### config.mk
export PLATFORM = sky130hd
export DESIGN_NAME = amo_adapter
export DESIGN_NICKNAME = d
export VERILOG_FILES = /design/src/common/amo_pkg.sv /design/src/hw/amo_engine/amo_alu.sv /design/src/hw/amo_engine/amo_engine.sv /design/src/hw/amo_decoder.sv /design/src/hw/amo_req_fifo.sv /design/src/hw/amo_adapter.sv
export SDC_FILE = /design/constraint.sdc
export NUM_CORES = 1
export LEC_CHECK = 0
export ABC_AREA = 1
export BUFFER_PORTS_ARGS = -buffer_cell sky130_fd_sc_hd__buf_2
export CORE_MARGIN = 2
export CORE_UTILIZATION = 50
export DETAILED_ROUTE_END_ITERATION = 10
export PLACE_DENSITY = 0.69
export SLEW_MARGIN = 30
export SYNTH_ARGS = -nofsm -noshare
export SYNTH_HDL_FRONTEND = slang
export SYNTH_SLANG_ARGS = --single-unit
### constraint.sdc
create_clock -name clk_i -period 5.85 [get_ports clk_i]
set_input_delay 0.8775 -clock clk_i [delete_from_list [all_inputs] [get_ports clk_i]]
set_output_delay 0.8775 -clock clk_i [all_outputs]
set_load 0.02 [all_outputs]
### src/common/amo_pkg.sv
/*
 * Atomic memory operation adapter package.
 * Word, address and tag widths, opcode and command enums, and the
 * request, command, memory and response structs shared by all blocks.
 */
package amo_pkg;

    localparam int unsigned DATA_WIDTH     = 32;
    localparam int unsigned ADDR_WIDTH     = 16;
    localparam int unsigned ID_WIDTH       = 4;
    localparam int unsigned FIFO_DEPTH     = 4;
    // Derived FIFO widths
    localparam int unsigned FIFO_PTR_WIDTH = $clog2(FIFO_DEPTH);
    localparam int unsigned FIFO_CNT_WIDTH = $clog2(FIFO_DEPTH + 1);

    typedef logic [DATA_WIDTH-1:0] data_t;
    typedef logic [ADDR_WIDTH-1:0] addr_t;
    typedef logic [ID_WIDTH-1:0]   id_t;

    // Returned on every invalid request
    localparam data_t ERR_DATA = '1;

    // Codes 9 to 15 are reserved
    typedef enum logic [3:0] {
        AMO_SWAP = 4'd0,
        AMO_ADD  = 4'd1,
        AMO_CLR  = 4'd2,
        AMO_EOR  = 4'd3,
        AMO_SET  = 4'd4,
        AMO_SMAX = 4'd5,
        AMO_SMIN = 4'd6,
        AMO_UMAX = 4'd7,
        AMO_UMIN = 4'd8
    } amo_op_e;

    typedef enum logic {
        KIND_LOAD  = 1'b0,
        KIND_STORE = 1'b1
    } amo_kind_e;

    typedef enum logic [1:0] {
        CMD_LOAD    = 2'd0,
        CMD_STORE   = 2'd1,
        CMD_INVALID = 2'd2
    } cmd_kind_e;

    typedef struct packed {
        id_t       id;
        amo_kind_e kind;
        amo_op_e   op;
        addr_t     addr;
        data_t     operand;
    } amo_req_t;

    typedef struct packed {
        id_t       id;
        cmd_kind_e cmd_kind;
        amo_op_e   op;
        addr_t     addr;
        data_t     operand;
    } amo_cmd_t;

    typedef struct packed {
        logic  we;
        addr_t addr;
        data_t wdata;
    } mem_req_t;

    typedef struct packed {
        id_t   id;
        logic  err;
        data_t data;
    } amo_rsp_t;

endpackage

### src/hw/amo_engine/amo_alu.sv
/*
 * Atomic ALU. Computes the new memory word from the old word and
 * the request operand for the nine supported opcodes.
 */
module amo_alu import amo_pkg::*; (
    input  amo_op_e op_i,
    input  data_t   old_i,
    input  data_t   operand_i,
    output data_t   result_o
);

    logic signed_lt;
    logic unsigned_lt;

    // Old word compared against the operand
    assign signed_lt   = ($signed(old_i) < $signed(operand_i));
    assign unsigned_lt = (old_i < operand_i);

    always_comb begin
        case (op_i)
            AMO_SWAP: result_o = operand_i;
            AMO_ADD:  result_o = old_i + operand_i;
            AMO_CLR:  result_o = old_i & ~operand_i;
            AMO_EOR:  result_o = old_i ^ operand_i;
            AMO_SET:  result_o = old_i | operand_i;
            AMO_SMAX: result_o = signed_lt ? operand_i : old_i;
            AMO_SMIN: result_o = signed_lt ? old_i : operand_i;
            AMO_UMAX: result_o = unsigned_lt ? operand_i : old_i;
            AMO_UMIN: result_o = unsigned_lt ? old_i : operand_i;
            // Reserved codes never reach a write
            default:  result_o = old_i;
        endcase
    end

endmodule

### src/hw/amo_engine/amo_engine.sv
/*
 * Atomic execution engine. Runs one read-modify-write at a time:
 * read request, wait for data, write back the ALU result, respond.
 * Invalid commands skip memory and get an error response.
 */
module amo_engine import amo_pkg::*; (
    input  logic     clk_i,
    input  logic     rst_ni,
    input  logic     cmd_valid_i,
    output logic     cmd_ready_o,
    input  amo_cmd_t cmd_i,
    output logic     mem_req_valid_o,
    input  logic     mem_req_ready_i,
    output mem_req_t mem_req_o,
    input  logic     mem_rvalid_i,
    input  data_t    mem_rdata_i,
    output logic     rsp_valid_o,
    input  logic     rsp_ready_i,
    output amo_rsp_t rsp_o
);

    typedef enum logic [2:0] {
        IDLE,
        RD_REQ,
        RD_WAIT,
        WR_REQ,
        RSP
    } state_e;

    state_e   state_q;
    state_e   state_d;
    amo_cmd_t cmd_q;
    data_t    old_q;
    data_t    alu_result;

    assign cmd_ready_o = (state_q == IDLE);

    always_comb begin
        state_d = state_q;
        unique case (state_q)
            IDLE: begin
                if (cmd_valid_i) begin
                    state_d = (cmd_i.cmd_kind == CMD_INVALID) ? RSP : RD_REQ;
                end
            end
            RD_REQ: begin
                if (mem_req_ready_i) begin
                    state_d = RD_WAIT;
                end
            end
            RD_WAIT: begin
                if (mem_rvalid_i) begin
                    state_d = WR_REQ;
                end
            end
            WR_REQ: begin
                if (mem_req_ready_i) begin
                    state_d = RSP;
                end
            end
            RSP: begin
                if (rsp_ready_i) begin
                    state_d = IDLE;
                end
            end
            default: state_d = IDLE;
        endcase
    end

    always_ff @(posedge clk_i or negedge rst_ni) begin
        if (!rst_ni) begin
            state_q <= IDLE;
        end else begin
            state_q <= state_d;
        end
    end

    // Command and old word stay stable for the whole sequence
    always_ff @(posedge clk_i) begin
        if (cmd_valid_i && cmd_ready_o) begin
            cmd_q <= cmd_i;
        end
        if ((state_q == RD_WAIT) && mem_rvalid_i) begin
            old_q <= mem_rdata_i;
        end
    end

    amo_alu u_alu (
        .op_i      (cmd_q.op),
        .old_i     (old_q),
        .operand_i (cmd_q.operand),
        .result_o  (alu_result)
    );

    assign mem_req_valid_o = (state_q == RD_REQ) || (state_q == WR_REQ);

    always_comb begin
        mem_req_o.we    = (state_q == WR_REQ);
        mem_req_o.addr  = cmd_q.addr;
        mem_req_o.wdata = alu_result;
    end

    assign rsp_valid_o = (state_q == RSP);

    // Load returns the old word, store returns zero
    always_comb begin
        rsp_o.id   = cmd_q.id;
        rsp_o.err  = 1'b0;
        rsp_o.data = '0;
        case (cmd_q.cmd_kind)
            CMD_LOAD: begin
                rsp_o.data = old_q;
            end
            CMD_INVALID: begin
                rsp_o.err  = 1'b1;
                rsp_o.data = ERR_DATA;
            end
            default: begin
                rsp_o.data = '0;
            end
        endcase
    end

endmodule

### src/hw/amo_decoder.sv
/*
 * Request decoder. Classifies each atomic request as load, store or
 * invalid and holds the result in a single valid/ready output register.
 */
module amo_decoder import amo_pkg::*; (
    input  logic     clk_i,
    input  logic     rst_ni,
    input  logic     req_valid_i,
    output logic     req_ready_o,
    input  amo_req_t req_i,
    output logic     cmd_valid_o,
    input  logic     cmd_ready_i,
    output amo_cmd_t cmd_o
);

    logic     cmd_valid_q;
    amo_cmd_t cmd_q;
    amo_cmd_t dec_cmd;
    logic     reserved_op;
    logic     store_swap;
    logic     misaligned;

    assign reserved_op = (req_i.op > AMO_UMIN);
    assign store_swap  = (req_i.kind == KIND_STORE) && (req_i.op == AMO_SWAP);
    assign misaligned  = |req_i.addr[1:0];

    always_comb begin
        dec_cmd.id      = req_i.id;
        dec_cmd.op      = req_i.op;
        dec_cmd.addr    = req_i.addr;
        dec_cmd.operand = req_i.operand;
        if (reserved_op || store_swap || misaligned) begin
            dec_cmd.cmd_kind = CMD_INVALID;
        end else if (req_i.kind == KIND_STORE) begin
            dec_cmd.cmd_kind = CMD_STORE;
        end else begin
            dec_cmd.cmd_kind = CMD_LOAD;
        end
    end

    // Register is free when empty or being drained this cycle
    assign req_ready_o = !cmd_valid_q || cmd_ready_i;

    always_ff @(posedge clk_i or negedge rst_ni) begin
        if (!rst_ni) begin
            cmd_valid_q <= 1'b0;
        end else if (req_ready_o) begin
            cmd_valid_q <= req_valid_i;
        end
    end

    always_ff @(posedge clk_i) begin
        if (req_valid_i && req_ready_o) begin
            cmd_q <= dec_cmd;
        end
    end

    assign cmd_valid_o = cmd_valid_q;
    assign cmd_o       = cmd_q;

endmodule

### src/hw/amo_req_fifo.sv
/*
 * Command FIFO between decoder and engine.
 * Circular buffer with registered output, no fall-through.
 */
module amo_req_fifo import amo_pkg::*; (
    input  logic     clk_i,
    input  logic     rst_ni,
    input  logic     push_valid_i,
    output logic     push_ready_o,
    input  amo_cmd_t push_cmd_i,
    output logic     pop_valid_o,
    input  logic     pop_ready_i,
    output amo_cmd_t pop_cmd_o
);

    amo_cmd_t                  mem_q [FIFO_DEPTH];
    logic [FIFO_PTR_WIDTH-1:0] wr_ptr_q;
    logic [FIFO_PTR_WIDTH-1:0] rd_ptr_q;
    logic [FIFO_CNT_WIDTH-1:0] count_q;
    logic                      push;
    logic                      pop;

    assign push_ready_o = (count_q != FIFO_CNT_WIDTH'(FIFO_DEPTH));
    assign pop_valid_o  = (count_q != '0);
    assign push         = push_valid_i && push_ready_o;
    assign pop          = pop_valid_o && pop_ready_i;

    // Pointers wrap naturally, depth is a power of two
    always_ff @(posedge clk_i or negedge rst_ni) begin
        if (!rst_ni) begin
            wr_ptr_q <= '0;
            rd_ptr_q <= '0;
            count_q  <= '0;
        end else begin
            if (push) begin
                wr_ptr_q <= wr_ptr_q + 1'b1;
            end
            if (pop) begin
                rd_ptr_q <= rd_ptr_q + 1'b1;
            end
            if (push && !pop) begin
                count_q <= count_q + 1'b1;
            end else if (pop && !push) begin
                count_q <= count_q - 1'b1;
            end
        end
    end

    always_ff @(posedge clk_i) begin
        if (push) begin
            mem_q[wr_ptr_q] <= push_cmd_i;
        end
    end

    assign pop_cmd_o = mem_q[rd_ptr_q];

endmodule

### src/hw/amo_adapter.sv
/*
 * Atomic memory operation adapter, top level.
 * Decoder, command FIFO and execution engine in a chain.
 */
module amo_adapter import amo_pkg::*; (
    input  logic     clk_i,
    input  logic     rst_ni,
    input  logic     req_valid_i,
    output logic     req_ready_o,
    input  amo_req_t req_i,
    output logic     mem_req_valid_o,
    input  logic     mem_req_ready_i,
    output mem_req_t mem_req_o,
    input  logic     mem_rvalid_i,
    input  data_t    mem_rdata_i,
    output logic     rsp_valid_o,
    input  logic     rsp_ready_i,
    output amo_rsp_t rsp_o
);

    logic     cmd_valid;
    logic     cmd_ready;
    amo_cmd_t cmd;
    logic     pop_valid;
    logic     pop_ready;
    amo_cmd_t pop_cmd;

    amo_decoder u_decoder (
        .clk_i       (clk_i),
        .rst_ni      (rst_ni),
        .req_valid_i (req_valid_i),
        .req_ready_o (req_ready_o),
        .req_i       (req_i),
        .cmd_valid_o (cmd_valid),
        .cmd_ready_i (cmd_ready),
        .cmd_o       (cmd)
    );

    amo_req_fifo u_fifo (
        .clk_i        (clk_i),
        .rst_ni       (rst_ni),
        .push_valid_i (cmd_valid),
        .push_ready_o (cmd_ready),
        .push_cmd_i   (cmd),
        .pop_valid_o  (pop_valid),
        .pop_ready_i  (pop_ready),
        .pop_cmd_o    (pop_cmd)
    );

    amo_engine u_engine (
        .clk_i           (clk_i),
        .rst_ni          (rst_ni),
        .cmd_valid_i     (pop_valid),
        .cmd_ready_o     (pop_ready),
        .cmd_i           (pop_cmd),
        .mem_req_valid_o (mem_req_valid_o),
        .mem_req_ready_i (mem_req_ready_i),
        .mem_req_o       (mem_req_o),
        .mem_rvalid_i    (mem_rvalid_i),
        .mem_rdata_i     (mem_rdata_i),
        .rsp_valid_o     (rsp_valid_o),
        .rsp_ready_i     (rsp_ready_i),
        .rsp_o           (rsp_o)
    );

endmodule

## After elaboration in Yosys (flattened, before gate mapping)

Memories as Yosys holds them, arrays and structs flattened.
Index checks and enable logic that the tools add are counted.

| storage, ports and cells | value |
|---|---|
| input bits | 95 |
| RAM bits | 232 |
| bits in registers | 159 |
| memories kept | 1 |
| output and inout bits | 89 |
| word-level logic and storage cells | 90 |

| operators by class | value |
|---|---|
| multiplexer cells | 19 |
| magnitude comparators | 3 |
| equality and inequality tests | 20 |
| bitwise operators | 4 |
| reductions and logical operators | 22 |
| $add $sub $neg | 5 |

Memory list:

| memory | words | bits a word | read ports | clocked after memory_dff | write ports | RTL line | RTL |
|---|---|---|---|---|---|---|---|
| u_fifo.mem_q | 4 | 58 | 1 | 0 | 1 | amo_req_fifo.sv:16 | `amo_cmd_t mem_q [FIFO_DEPTH];` |

Operator list:

| kind | number |
|---|---|
| 32-bit case mux with 9 select lines | 1 |
| 32-bit 2-to-1 mux | 4 |
| 32-bit less-than comparator | 2 |
| 32-bit case mux with 2 select lines | 1 |
| 32-bit adder | 1 |
| 32-bit AND | 1 |
| 32-bit NOT | 1 |
| 32-bit bitwise OR | 1 |
| 32-bit bitwise XOR | 1 |
| 3-bit 2-to-1 mux | 8 |
| 4-bit by 3-bit equality test with 1-bit output, second input constant | 4 |
| 3-bit case mux with 5 select lines | 1 |
| 4-bit by 2-bit equality test with 1-bit output, second input constant | 2 |
| 4-bit zero test | 2 |
| 1-bit logical AND | 7 |
| 3-bit by 2-bit equality test with 1-bit output, second input constant | 2 |
| 2-bit != test, second input constant | 3 |
| 5-bit AND reduction | 1 |
| 2-bit by 1-bit adder with 2-bit output, second input constant | 2 |
| 2-bit equality test, second input constant | 2 |
| 4-bit by 1-bit equality test with 1-bit output, second input constant | 1 |
| 4-bit equality test, second input constant | 1 |
| 4-bit greater-than comparator, second input constant | 1 |
| 1-bit logical OR | 4 |
| 13 further kinds | 19 |

## Longest topological paths before layout

Gate-level depths: netlist of run 1.

| depth | value |
|---|---|
| depth in word-level cells | 6 |
| gate-level depth with buffers | 20 |
| mapped depth without buffers | 20 |

## Cells and area by module

A second synthesis of run 1 with hierarchy kept.

| unflattened totals | value |
|---|---|
| cell total of the unflattened synthesis | 2,270 |
| area total of the unflattened synthesis | 21,121.5 sq um |

By module, submodules not included:

| module | area an instance (sq um) | instances | cells each |
|---|---|---|---|
| amo_req_fifo | 9,575.4 | 1 | 736 |
| amo_alu | 6,307.3 | 1 | 1,237 |
| amo_engine | 3,395.8 | 1 | 222 |
| amo_decoder | 1,843.0 | 1 | 75 |

## Least setup slack after synthesis of run 1

Ideal clock, no wire load.

| timing path | value |
|---|---|
| kind | register to register |
| start point | reg u_engine.state_q[1] |
| end point | reg u_fifo.count_q[1] |
| library setup time | 0.125 ns |
| arrival time | 4.543 ns |
| data required time | 5.725 ns |
| cell stages (with the launch flop) | 11 |
| period minus slack after synthesis | 4.667 ns |
| slack | 1.183 ns |
| cells stage by stage | dfrtp_1 > nor2_1 > inv_1 > nor2_1 > inv_1 > nor2_1 > inv_1 > ha_1 > inv_1 > fa_1 > mux2_2 |

| on the way | value |
|---|---|
| word-level cells in the longest chain between the ends | 5 |
| elaborated cells on any way between the ends | 7 |
| those cells by class | mux: 1; reduce/logical: 6 |

Ends and longest elaborated chain:

| element | RTL line | RTL |
|---|---|---|
| start: declaration | amo_engine.sv:30 | `state_e state_q;` |
| start signal: assignment | amo_engine.sv:74 | `state_q <= state_d;` |
| 3-bit zero test (*) | amo_engine.sv:36 | `assign cmd_ready_o = (state_q == IDLE);` |
| 1-bit logical AND (*) | amo_req_fifo.sv:26 | `assign pop = pop_valid_o && pop_ready_i;` |
| named net u_fifo.pop | amo_req_fifo.sv:21 | `logic pop;` |
| 1-bit zero test | amo_req_fifo.sv:41 | `if (push && !pop) begin` |
| 1-bit logical AND | amo_req_fifo.sv:41 |  |
| 3-bit 2-to-1 mux or 2-bit nonzero test (tied branches) | -- |  |
| end signal: assignment | amo_req_fifo.sv:42 | `count_q <= count_q + 1'b1;` |
| end signal: assignment | amo_req_fifo.sv:44 | `count_q <= count_q - 1'b1;` |
| end: declaration | amo_req_fifo.sv:19 | `logic [FIFO_CNT_WIDTH-1:0] count_q;` |

The timed path passes the listed nets; every way through them passes the cells marked *.
A chain may end at the register's enable or synchronous reset.

==> results of run 1 <==
-- critical path: stages (launching register included) --
cell and delay [ns]:
edfxtp_1 0.44, inv_1 0.17, ha_1 0.39, nor2_1 0.23
nand3_1 0.17, nor2_1 0.22, nand2_1 0.10, nor2_1 0.24
nand2_2 0.12, nand2_4 0.31, nand2_4 0.12, nand2_4 0.28
nand2_2 0.17, nand2_1 0.11, inv_2 0.07, nand2_1 0.21
nand2_1 0.08, nand2_1 0.07, buf_2 0.16
-- report_power, final --
part / internal (W) / switching (W) / total [W] / leakage [nW]
Combinational: 0.00200 / 0.00507 / 0.00706 / 4.99
Clock: 0.00147 / 0.00113 / 0.00260 / 0.650
Sequential: 0.00407 / 0.000492 / 0.00456 / 3.66
-- area by class of cell --
class / count / area, sq um
tap: 525 / 657
inverter: 176 / 661
clock inverter: 27 / 265
multi-input combinational: 1393 / 7410
fill: 3446 / 16900
clock buffer: 48 / 1070
sequential: 391 / 11700
timing repair buffer: 214 / 1210
antenna: 1 / 2.50
-- placed cells by master (no fill, tap or decap), types with 5 or more instances in the layout --
cell,count
nor2_4,7
a221oi_1,12
nor4_1,5
o211ai_1,8
nand2_2,5
nor2_1,257
clkinv_2,5
nand3_1,159
ha_1,101
nand2_1,362
inv_1,166
buf_4,28
nor3_1,13
clkbuf_16,42
buf_2,183
o21ai_1,9
nand4_1,19
clkbuf_1,6
dfrtp_1,10
o22ai_1,82
xor2_1,5
edfxtp_1,380
a21oi_1,127
o21ai_0,179
inv_2,9
clkinv_1,10
-- path summary, 6_finish.rpt --
| check | depth (start not counted) | slack [ns] | from | end |
|---|---|---|---|---|
| worst min register to register | 0 | 0.49 | u_decoder.cmd_o[10] | u_fifo.mem_q[1][10] |
| worst min-delay path | 1 | 0.17 | rst_ni | u_engine.state_q[2] |
| max in group asynchronous | 1 | 5.46 | rst_ni | u_fifo.rd_ptr_q[0] |
| worst max-delay path | 18 | 0.73 | u_engine.old_q[31] | mem_req_o[2] |
| worst max register to register | 11 | 2.92 | u_engine.state_q[1] | u_fifo.count_q[1] |
| min in group clk_i | 1 | 0.47 | mem_rdata_i[13] | u_engine.old_q[13] |
-- synth_stat cells (2+ instances only) --
library cell	count
nand4_1	19
buf_4	21
nand2_2	4
o211ai_1	8
o21ai_1	9
nand2_1	363
o22ai_1	82
nand2_4	3
a31oi_1	2
or2_2	2
dfrtp_1	11
buf_2	10
nor2_1	263
o2111ai_1	4
o21a_1	2
a221oi_1	12
inv_1	170
nor3_1	15
nor4_1	6
a21o_1	4
nand3_1	160
xor2_1	5
o21ai_0	179
o221ai_1	4
fa_1	2
a211oi_1	2
clkbuf_1	62
edfxtp_1	380
buf_6	3
buf_1	6
nand3b_1	2
o21bai_1	2
inv_2	5
nand3_2	3
a21oi_1	127
ha_1	101
-- through the flow --
| step | hold WS [ns] | area [sq um] |
|---|---|---|
| after floorplan | 0.459 | 20200 |
| after global placement | 0.465 | 21500 |
| after detailed placement | 0.481 | 21500 |
| after CTS | 0.148 | 22900 |
| after global routing | 0.173 | 23000 |
| final | 0.171 | 23000 |
-- registers in the layout, indices dropped and copies added, names as in the netlist --
register               flops
u_fifo.wr_ptr_q            2
u_engine.rsp_o             4
u_fifo.mem_q             232
u_fifo.count_q             3
u_engine.old_q            32
u_fifo.rd_ptr_q            2
u_engine.mem_req_o        16
u_decoder.cmd_o           58
u_engine.cmd_q            38
u_engine.state_q           3
u_decoder.cmd_valid_o      1
-- layer usage --
metal	vias to the layer above	global-route usage, %	share of wire (%)
met4	4	11.3	3.8
met5	-	0	0.098
met2	756	45.9	46
met3	147	4.92	7.9
met1	7620	40.5	42
li1	7525	-	-
-- cell families after synthesis --
kind of cell	after synthesis	share of synthesized area, %
buffers and inverters	279	5.76
adder cells (fa/ha/maj)	103	6.46
AO/OA/AOI/OAI	439	12.0
AND/OR/NAND/NOR	844	17.5
XOR/XNOR	6	0.260
multiplexers	1	0.0558
flip-flops	391	57.9
==> metrics.csv, run 1 <==
stage,metric,value,unit
floorplan,initial_core_util,50.7,%
sta,fin_crit,5.12,ns
drt,drt-wirelength-per-cell,22.1,microns
placement,dp.cells,2696,
logic_synthesis,synthesis.nets,2261,
pwr,power_density,619,nW/um^2
logic_synthesis,syn_avg_cell_area,9.78,sq um
critical_path,endpoint_kind,output pin,
logic_synthesis,ys_ff_latch,391,
logic_synthesis,ys_warn_count,0,
sta,skew,0.0256,ns
sta,slew_violations,0,
sta,hold_viol,0,
cts,tritoncts,yes,
logic_synthesis,syn_area,20200,sq um
cts,postCtsSetupBuffers,0,
sta,setup_violations,0,
finish,layoutNonFillerInstCount,2775,
drt,dr.pass1.iters,7,
cts,clkTransAtPathRegs,0.06,ns
logic_synthesis,yosysTopAreaCellShare,56.6,%
cts,htreeDepth,2,
finish,nets,2416,
flow_run,max_cap_violations,0,
hold_path,hp-class,input port to async pin,
sta,fmax,195,MHz
drt,route.detailed.drc,0,
global_route,grt_pass1_vias,15170,
status,status,"complete, no violations",
cts,root_buffer,clkbuf_16,
cts,ctsResizeCount,0,
cts,cts_sinks,391,
floorplan,coreArea,39800,sq um
placement,gp_congestion,0.991,
drt,first_iter_violations,1401,
logic_synthesis,ys_types,46,
finish,area_growth,13.8,%
cts,cts_buffers,42,
logic_synthesis,yosysTopAreaCell,edfxtp_1,
sta,setup_tns,0,ns
global_route,overflow,0,
placement,hpwl,41900,microns
floorplan,ios,184,
logic_synthesis,synth-edff-count,380,
sta,worst_slack,0.733,ns
logic_synthesis,async_flop_share,2.81,%
sta,timing.slew.headroom,36.9,%
critical_path,start_kind,flop,
drt,drt-total-wl,61300,microns
drt,vias,16052,
pwr,design_power_total,0.0142,W
drt,ant_nets,0,
critical_path,cp.required,4.97,ns
cts,postCtsHoldBufs,0,
placement,pre_cts_slack,1.40,ns
global_route,grt_antenna_before_repair,4,
logic_synthesis,synthFlopType,edfxtp_1,
global_route,grt_max_degree,83,
sta,rsz0062_at_grt,false,
global_route,grt_pass1_wl,91500,microns
critical_path,crit_fanout,28,
floorplan,die-area,42000,sq um
critical_path,arrival,4.24,ns
sta,worst_pin_slew,0.945,ns
pwr,p_leak,9.30,nW
sta,fin_crit_sh,87.5,%
finish,final_util,57.7,%
pwr,peakVddDrop,0.362,mV
logic_synthesis,synth_area_leaders,"edfxtp_1 57%, nand2_1 6.8%, ha_1 6.3%, nor2_1 4.9%, o21ai_0 4.4%",
logic_synthesis,syn_inst,2063,
drt,avgViaCountPerCell,5.78,
floorplan,dieHeight,205,microns
cts,clk_latency,0.57,ns
logic_synthesis,yosysSeqAreaShare,57.9,%
placement,port_buffers,183,
floorplan,rows,73,
global_route,grtUsageTotal,29.1,%
critical_path,criticalPathCategory,flop to output pin,
cts,clock_path_buffers,3,
floorplan,die_x,205,microns
finish,layout-drive-gt1-share,13.8,%
(Power assumes the default switching activity.)
==> run 2, diff against run 1 <==
--- a/config.mk
+++ b/config.mk
@@ -10,7 +10,7 @@
 export CORE_MARGIN = 2
 export CORE_UTILIZATION = 50
 export DETAILED_ROUTE_END_ITERATION = 10
-export PLACE_DENSITY = 0.69
+export PLACE_DENSITY_LB_ADDON = 0.12
 export SLEW_MARGIN = 30
 export SYNTH_ARGS = -nofsm -noshare
 export SYNTH_HDL_FRONTEND = slang
==> metrics.csv, run 2 (synthesis gave the netlist of run 1 again) <==
stage,metric,value,unit,change
status,status,"complete, no violations",,
critical_path,cp-endpoint,mem_req_o[16],,
critical_path,r2r-end,u_fifo.count_q[1],,
drt,first_iter_violations,1523,,+8.7%
drt,dr.pass1.iters,8,,+1
pwr,peakVddDrop,0.565,mV,+56%
cts,tritoncts,yes,,
floorplan,initial_core_util,50.7,%,unchanged
global_route,use_met1,41.0,%,+0.49 points
global_route,grt_pass1_vias,15456,,+1.9%
placement,port_buffers,183,,unchanged
sta,fmax,181,MHz,-7.5%
critical_path,start_kind,flop,,
critical_path,r2r_slack,3.09,ns,+0.17 ns
cts,ctsResizeCount,0,,unchanged
drt,ant_nets,0,,unchanged
floorplan,coreArea,39800,sq um,unchanged
cts,clock_path_buffers,3,,unchanged
global_route,grt_max_degree,83,,unchanged
finish,largest-register,u_fifo.mem_q,,
finish,register_area,11700,sq um,unchanged
critical_path,criticalPathCategory,flop to output pin,,
sta,fin_crit_sh,94.6,%,+7.1 points
hold_path,hp-class,input port to async pin,,
global_route,overflow,0,,unchanged
finish,nets,2411,,-0.21%
pwr,power_density,619,nW/um^2,about the same
global_route,met3_usage,4.52,%,-0.40 points
sta,skew,0.0250,ns,-0.000632 ns
finish,final_cell_mix,"380 x edfxtp_1, 362 x nand2_1, 257 x nor2_1",,
sta,rsz0062_at_grt,false,,
cts,postCtsSetupBuffers,0,,unchanged
sta,setup_violations,0,,unchanged
drt,drt-wirelength-per-cell,22.2,microns,+0.43%
critical_path,reg2reg_depth,11,,unchanged
global_route,grtUsageTotal,29.3,%,+0.21 points
floorplan,die-area,42000,sq um,unchanged
critical_path,arrival,4.65,ns,+0.41 ns
finish,fill_cells,3502,,+1.6%
cts,cts_sinks,391,,unchanged
cts,root_buffer,clkbuf_16,,
critical_path,path_cells,inv_1 -> ha_1 -> nor2_1 -> nand3_1 -> nor2_1 -> nand2_1 -> nor2_1 -> nand2_2 -> nand2_4 -> nand2_4 -> nand2_4 -> nand2_2 -> nand2_1 -> inv_2 -> nand2_1 -> nand2_1 -> nand3_1 -> buf_2,,
global_route,grt_antenna_before_repair,1,,-3
critical_path,endpoint_kind,output pin,,
critical_path,cp_top_family,simple AND/OR/NAND/NOR gates,,
global_route,grt_use_met2,47.4,%,+1.5 points
placement,hpwl,41500,microns,-0.80%
finish,area_growth,13.1,%,
critical_path,cp_num_buf_inv,3,,unchanged
drt,route.detailed.drc,0,,unchanged
critical_path,cpMaxStageDelayCell,edfxtp_1,,
critical_path,critPathLaunch,u_engine.cmd_q[31],,
drt,vias,15997,,-0.34%
pwr,p_leak,9.24,nW,-0.66%
sta,slew_violations,0,,unchanged
floorplan,rows,73,,unchanged
sta,setup_tns,0,ns,unchanged
cts,htreeDepth,2,,unchanged
sta,timing.slew.headroom,35.6,%,-1.3 points
global_route,grt_pass1_wl,92400,microns,+1.0%
finish,final_common_cell,edfxtp_1,,
flow_run,max_cap_violations,0,,unchanged
pwr,design_power_total,0.0141,W,-0.71%
finish,multi_input_area,7400,sq um,-0.19%
cts,postCtsHoldBufs,0,,unchanged
critical_path,crit_fanout,28,,unchanged
critical_path,slowest_delay,0.44,ns,about the same
placement,gp_congestion,1.02,,+2.5%
cts,clkTransAtPathRegs,0.06,ns,about the same
critical_path,cp.required,4.97,ns,about the same
critical_path,r2r-start,u_engine.state_q[1],,
drt,avgViaCountPerCell,5.78,,about the same
cts,cts_buffers,42,,unchanged
floorplan,ios,184,,unchanged
drt,drt-total-wl,61400,microns,+0.18%
floorplan,die_x,205,microns,unchanged
sta,worst_pin_slew,0.965,ns,+0.0199 ns
floorplan,dieHeight,205,microns,unchanged
finish,layout-drive-gt1-share,13.3,%,-0.50 points
finish,largest_register_ffs,232,,unchanged
sta,whs,0.199,ns,+0.0282 ns
critical_path,cp.depth,18,,unchanged
sta,fin_crit,5.53,ns,+0.415 ns
finish,diodes,0,,-1
global_route,top_usage_layer,met2,,
cts,clk_latency,0.57,ns,about the same
sta,hold_viol,0,,unchanged
critical_path,path_common_cell,nand2_1,,
-- run 2: worst reg2reg max path, stage by stage (launching register included) --
cell,delay (ns)
dfrtp_1,0.42
nor2_1,0.16
inv_1,0.09
nor2_1,0.16
inv_1,0.11
nor2_4,0.09
buf_6,0.53
inv_1,0.12
ha_1,0.22
inv_1,0.09
fa_1,0.41
mux2_2,0.26
-- run 2: power by group --
part	internal, W	leakage (nW)	total, W	switching (W)
Combinational	0.00195	4.95	0.00703	0.00509
Clock	0.00142	0.631	0.00254	0.00111
Sequential	0.00407	3.66	0.00455	0.000480
Total	0.00744	9.24	0.0141	0.00668
-- run 2: metal layers --
metal	up-vias	wire length (microns)	share of wire, %
met5	-	13	0.021
met4	2	1630	2.6
met3	112	4420	7.2
met2	646	28700	47
met1	7733	26600	43
li1	7504	-	-
-- run 2: worst min-delay path by stage --
stage,from,endpoint,slack (ns),cells past startpoint
floorplan,u_decoder.cmd_o[0],u_fifo.mem_q[0][0],0.46,0
global placement,u_decoder.cmd_o[1],u_fifo.mem_q[0][1],0.47,0
detailed placement,u_decoder.cmd_o[0],u_fifo.mem_q[0][0],0.48,0
CTS,rst_ni,u_decoder.cmd_valid_o,0.18,1
global route,rst_ni,u_fifo.wr_ptr_q[1],0.20,1
finish,rst_ni,u_decoder.cmd_valid_o,0.20,1
-- run 2: through the flow --
stage / instances / cell area, sq um / setup WS (ns) / utilization (%)
finish: 2768 / 22800 / 0.318 / 57.3
floorplan: 2063 / 20200 / 1.18 / -
global placement: 2694 / 21500 / 0.975 / 54.0
detailed placement: 2694 / 21500 / 1.01 / 54.0
global route: 2768 / 22800 / 0.157 / 57.3
CTS: 2768 / 22800 / 0.386 / 57.3
-- run 2: cell type report --
type                            count  area share (%)
Sequential cell                   391            51.2
Multi-Input combinational cell   1393            32.4
Timing Repair Buffer              209            4.88
Clock buffer                       49            4.72
Inverter                          176            2.89
Tap cell                          525            2.88
Clock inverter                     25           0.992
==> run 3, diff against run 2 <==
--- a/config.mk
+++ b/config.mk
@@ -8,7 +8,7 @@
 export ABC_AREA = 1
 export BUFFER_PORTS_ARGS = -buffer_cell sky130_fd_sc_hd__buf_2
 export CORE_MARGIN = 2
-export CORE_UTILIZATION = 50
+export CORE_UTILIZATION = 30
 export DETAILED_ROUTE_END_ITERATION = 10
 export PLACE_DENSITY_LB_ADDON = 0.12
 export SLEW_MARGIN = 30
==> metrics.csv, run 3 (synthesis gave the netlist of run 1 again) <==
stage,metric,value,unit,change
cts,cts_sinks,391,,unchanged
finish,final_util,35.0,%,-22 points
floorplan,initial_core_util,30.2,%,-21 points
hold_path,hp-class,input port to async pin,,
finish,largest_register_ffs,232,,unchanged
critical_path,cp.required,4.97,ns,about the same
drt,route.detailed.drc,0,,unchanged
global_route,grtUsageTotal,19.4,%,-10 points
finish,nets,2419,,+0.33%
sta,timing.slew.headroom,29.5,%,-6.1 points
drt,first_iter_violations,1214,,-20%
finish,diodes,0,,unchanged
floorplan,die-area,69300,sq um,+65%
floorplan,dieHeight,263,microns,+29%
critical_path,r2r-start,u_fifo.rd_ptr_q[0],,
cts,clkTransAtPathRegs,0.06,ns,about the same
cts,postCtsHoldBufs,0,,unchanged
pwr,design_power_total,0.0145,W,+2.6%
critical_path,endpoint_kind,output pin,,
drt,drt-wirelength-per-cell,21.8,microns,-1.9%
sta,hold_viol,0,,unchanged
sta,slew_violations,0,,unchanged
global_route,grt_pass1_vias,15654,,+1.3%
global_route,grt_antenna_before_repair,2,,+1
finish,final_common_cell,edfxtp_1,,
finish,area_growth,16.2,%,
floorplan,die_x,263,microns,+29%
placement,hpwl,46000,microns,+11%
cts,cts_buffers,46,,+9.5%
cts,clock_path_buffers,3,,unchanged
drt,ant_nets,0,,unchanged
floorplan,ios,184,,unchanged
critical_path,slowest_delay,0.52,ns,+0.08 ns
cts,clk_latency,0.61,ns,+0.04 ns
cts,htreeDepth,2,,unchanged
finish,final_cell_mix,"380 x edfxtp_1, 362 x nand2_1, 256 x nor2_1",,
critical_path,path_common_cell,nand2_1,,
cts,postCtsSetupBuffers,0,,unchanged
global_route,overflow,0,,unchanged
critical_path,path_cells,inv_1 -> ha_1 -> inv_1 -> nand4_1 -> nor2_1 -> nand2_1 -> nor2_1 -> nand2_2 -> nand2_4 -> nand2_4 -> nand2_4 -> nand2_2 -> nand2_1 -> inv_2 -> nand2_1 -> nand2_1 -> nand2_1 -> buf_2,,
sta,fin_crit,5.44,ns,-0.0882 ns
drt,drt-total-wl,68100,microns,+11%
sta,rsz0062_at_grt,false,,
cts,root_buffer,clkbuf_16,,
critical_path,cp_num_buf_inv,4,,+1
critical_path,arrival,4.57,ns,-0.08 ns
pwr,power_density,618,nW/um^2,-0.13%
placement,gp_congestion,0.954,,-6.1%
finish,layout-drive-gt1-share,13.9,%,+0.65 points
critical_path,cpMaxStageDelayCell,edfxtp_1,,
critical_path,start_kind,flop,,
sta,worst_pin_slew,1.06,ns,+0.0914 ns
pwr,peakVddDrop,0.240,mV,-57%
floorplan,coreArea,66900,sq um,+68%
sta,fmax,184,MHz,+1.6%
critical_path,crit_fanout,28,,unchanged
placement,port_buffers,183,,unchanged
sta,setup_violations,0,,unchanged
critical_path,criticalPathCategory,flop to output pin,,
finish,largest-register,u_fifo.mem_q,,
sta,skew,0.0584,ns,+0.0334 ns
global_route,grt_max_degree,74,,-11%
cts,tritoncts,yes,,
global_route,grt_pass1_wl,101000,microns,+9.4%
cts,ctsResizeCount,0,,unchanged
status,status,"complete, no violations",,
drt,avgViaCountPerCell,5.04,,-13%
critical_path,cp_top_family,simple AND/OR/NAND/NOR gates,,
flow_run,max_cap_violations,0,,unchanged
drt,vias,15763,,-1.5%
pwr,p_leak,9.33,nW,+0.99%
drt,dr.pass1.iters,6,,-2
sta,setup_tns,0,ns,unchanged
floorplan,rows,95,,+30%
sta,fin_crit_sh,93.1,%,-1.5 points
critical_path,critPathLaunch,u_engine.cmd_q[24],,
[run 3: power by group]
part	internal (W)	switching, W	leakage [nW]	total [W]
Sequential	0.00407	0.000513	3.66	0.00458
Combinational	0.00196	0.00518	4.97	0.00714
Clock	0.00156	0.00121	0.704	0.00277
Total	0.00759	0.00690	9.33	0.0145
[run 3: path summary, 6_finish.rpt]
kind / endpoint / cells past startpoint / slack, ns
max in group asynchronous: u_fifo.rd_ptr_q[0] / 1 / 5.41
min in group clk_i: u_engine.old_q[18] / 1 / 0.45
setup / recovery: mem_req_o[7] / 18 / 0.41
hold reg to reg: u_fifo.mem_q[0][2] / 0 / 0.46
setup reg to reg: u_engine.state_q[0] / 7 / 3.28
hold / removal: u_engine.state_q[2] / 1 / 0.15
[run 3: worst reg2reg max path, cell delays in order, from the launching register on]
cell and delay (ns):
dfrtp_4 0.76, buf_4 0.75, o21ai_0 0.21, o22ai_1 0.25, nor2b_1 0.27, o21ai_0 0.11, nand2_1 0.07, nand2_1 0.05
[run 3: cell type report]
class	count	area (sq um)
clock buffers	57	1190
clock inverters	24	260
multi-input cells	1393	7410
inverters	176	661
well taps	873	1090
flip-flops and latches	391	11700
repair buffers	213	1140
fillers	6796	43500
[run 3: stage by stage]
| step | area (sq um) | worst slack, ns | std cells | hold WS [ns] |
|---|---|---|---|---|
| after floorplan | 20200 | 1.18 | 2063 | 0.459 |
| after global placement | 22000 | 1.01 | 3046 | 0.473 |
| after detailed placement | 22000 | 1.08 | 3046 | 0.486 |
| after CTS | 23400 | 0.393 | 3127 | 0.124 |
| after global routing | 23400 | 0.0389 | 3127 | 0.136 |
| final | 23400 | 0.406 | 3127 | 0.152 |
[run 3: layer usage]
metal  vias up  GRT usage [%]  share of wire (%)
li1       7525              -                  -
met1      7617           25.6                 44
met2       492           32.1                 47
met3       125           2.93                5.5
met4         4           7.27                3.7
met5         -              0              0.040
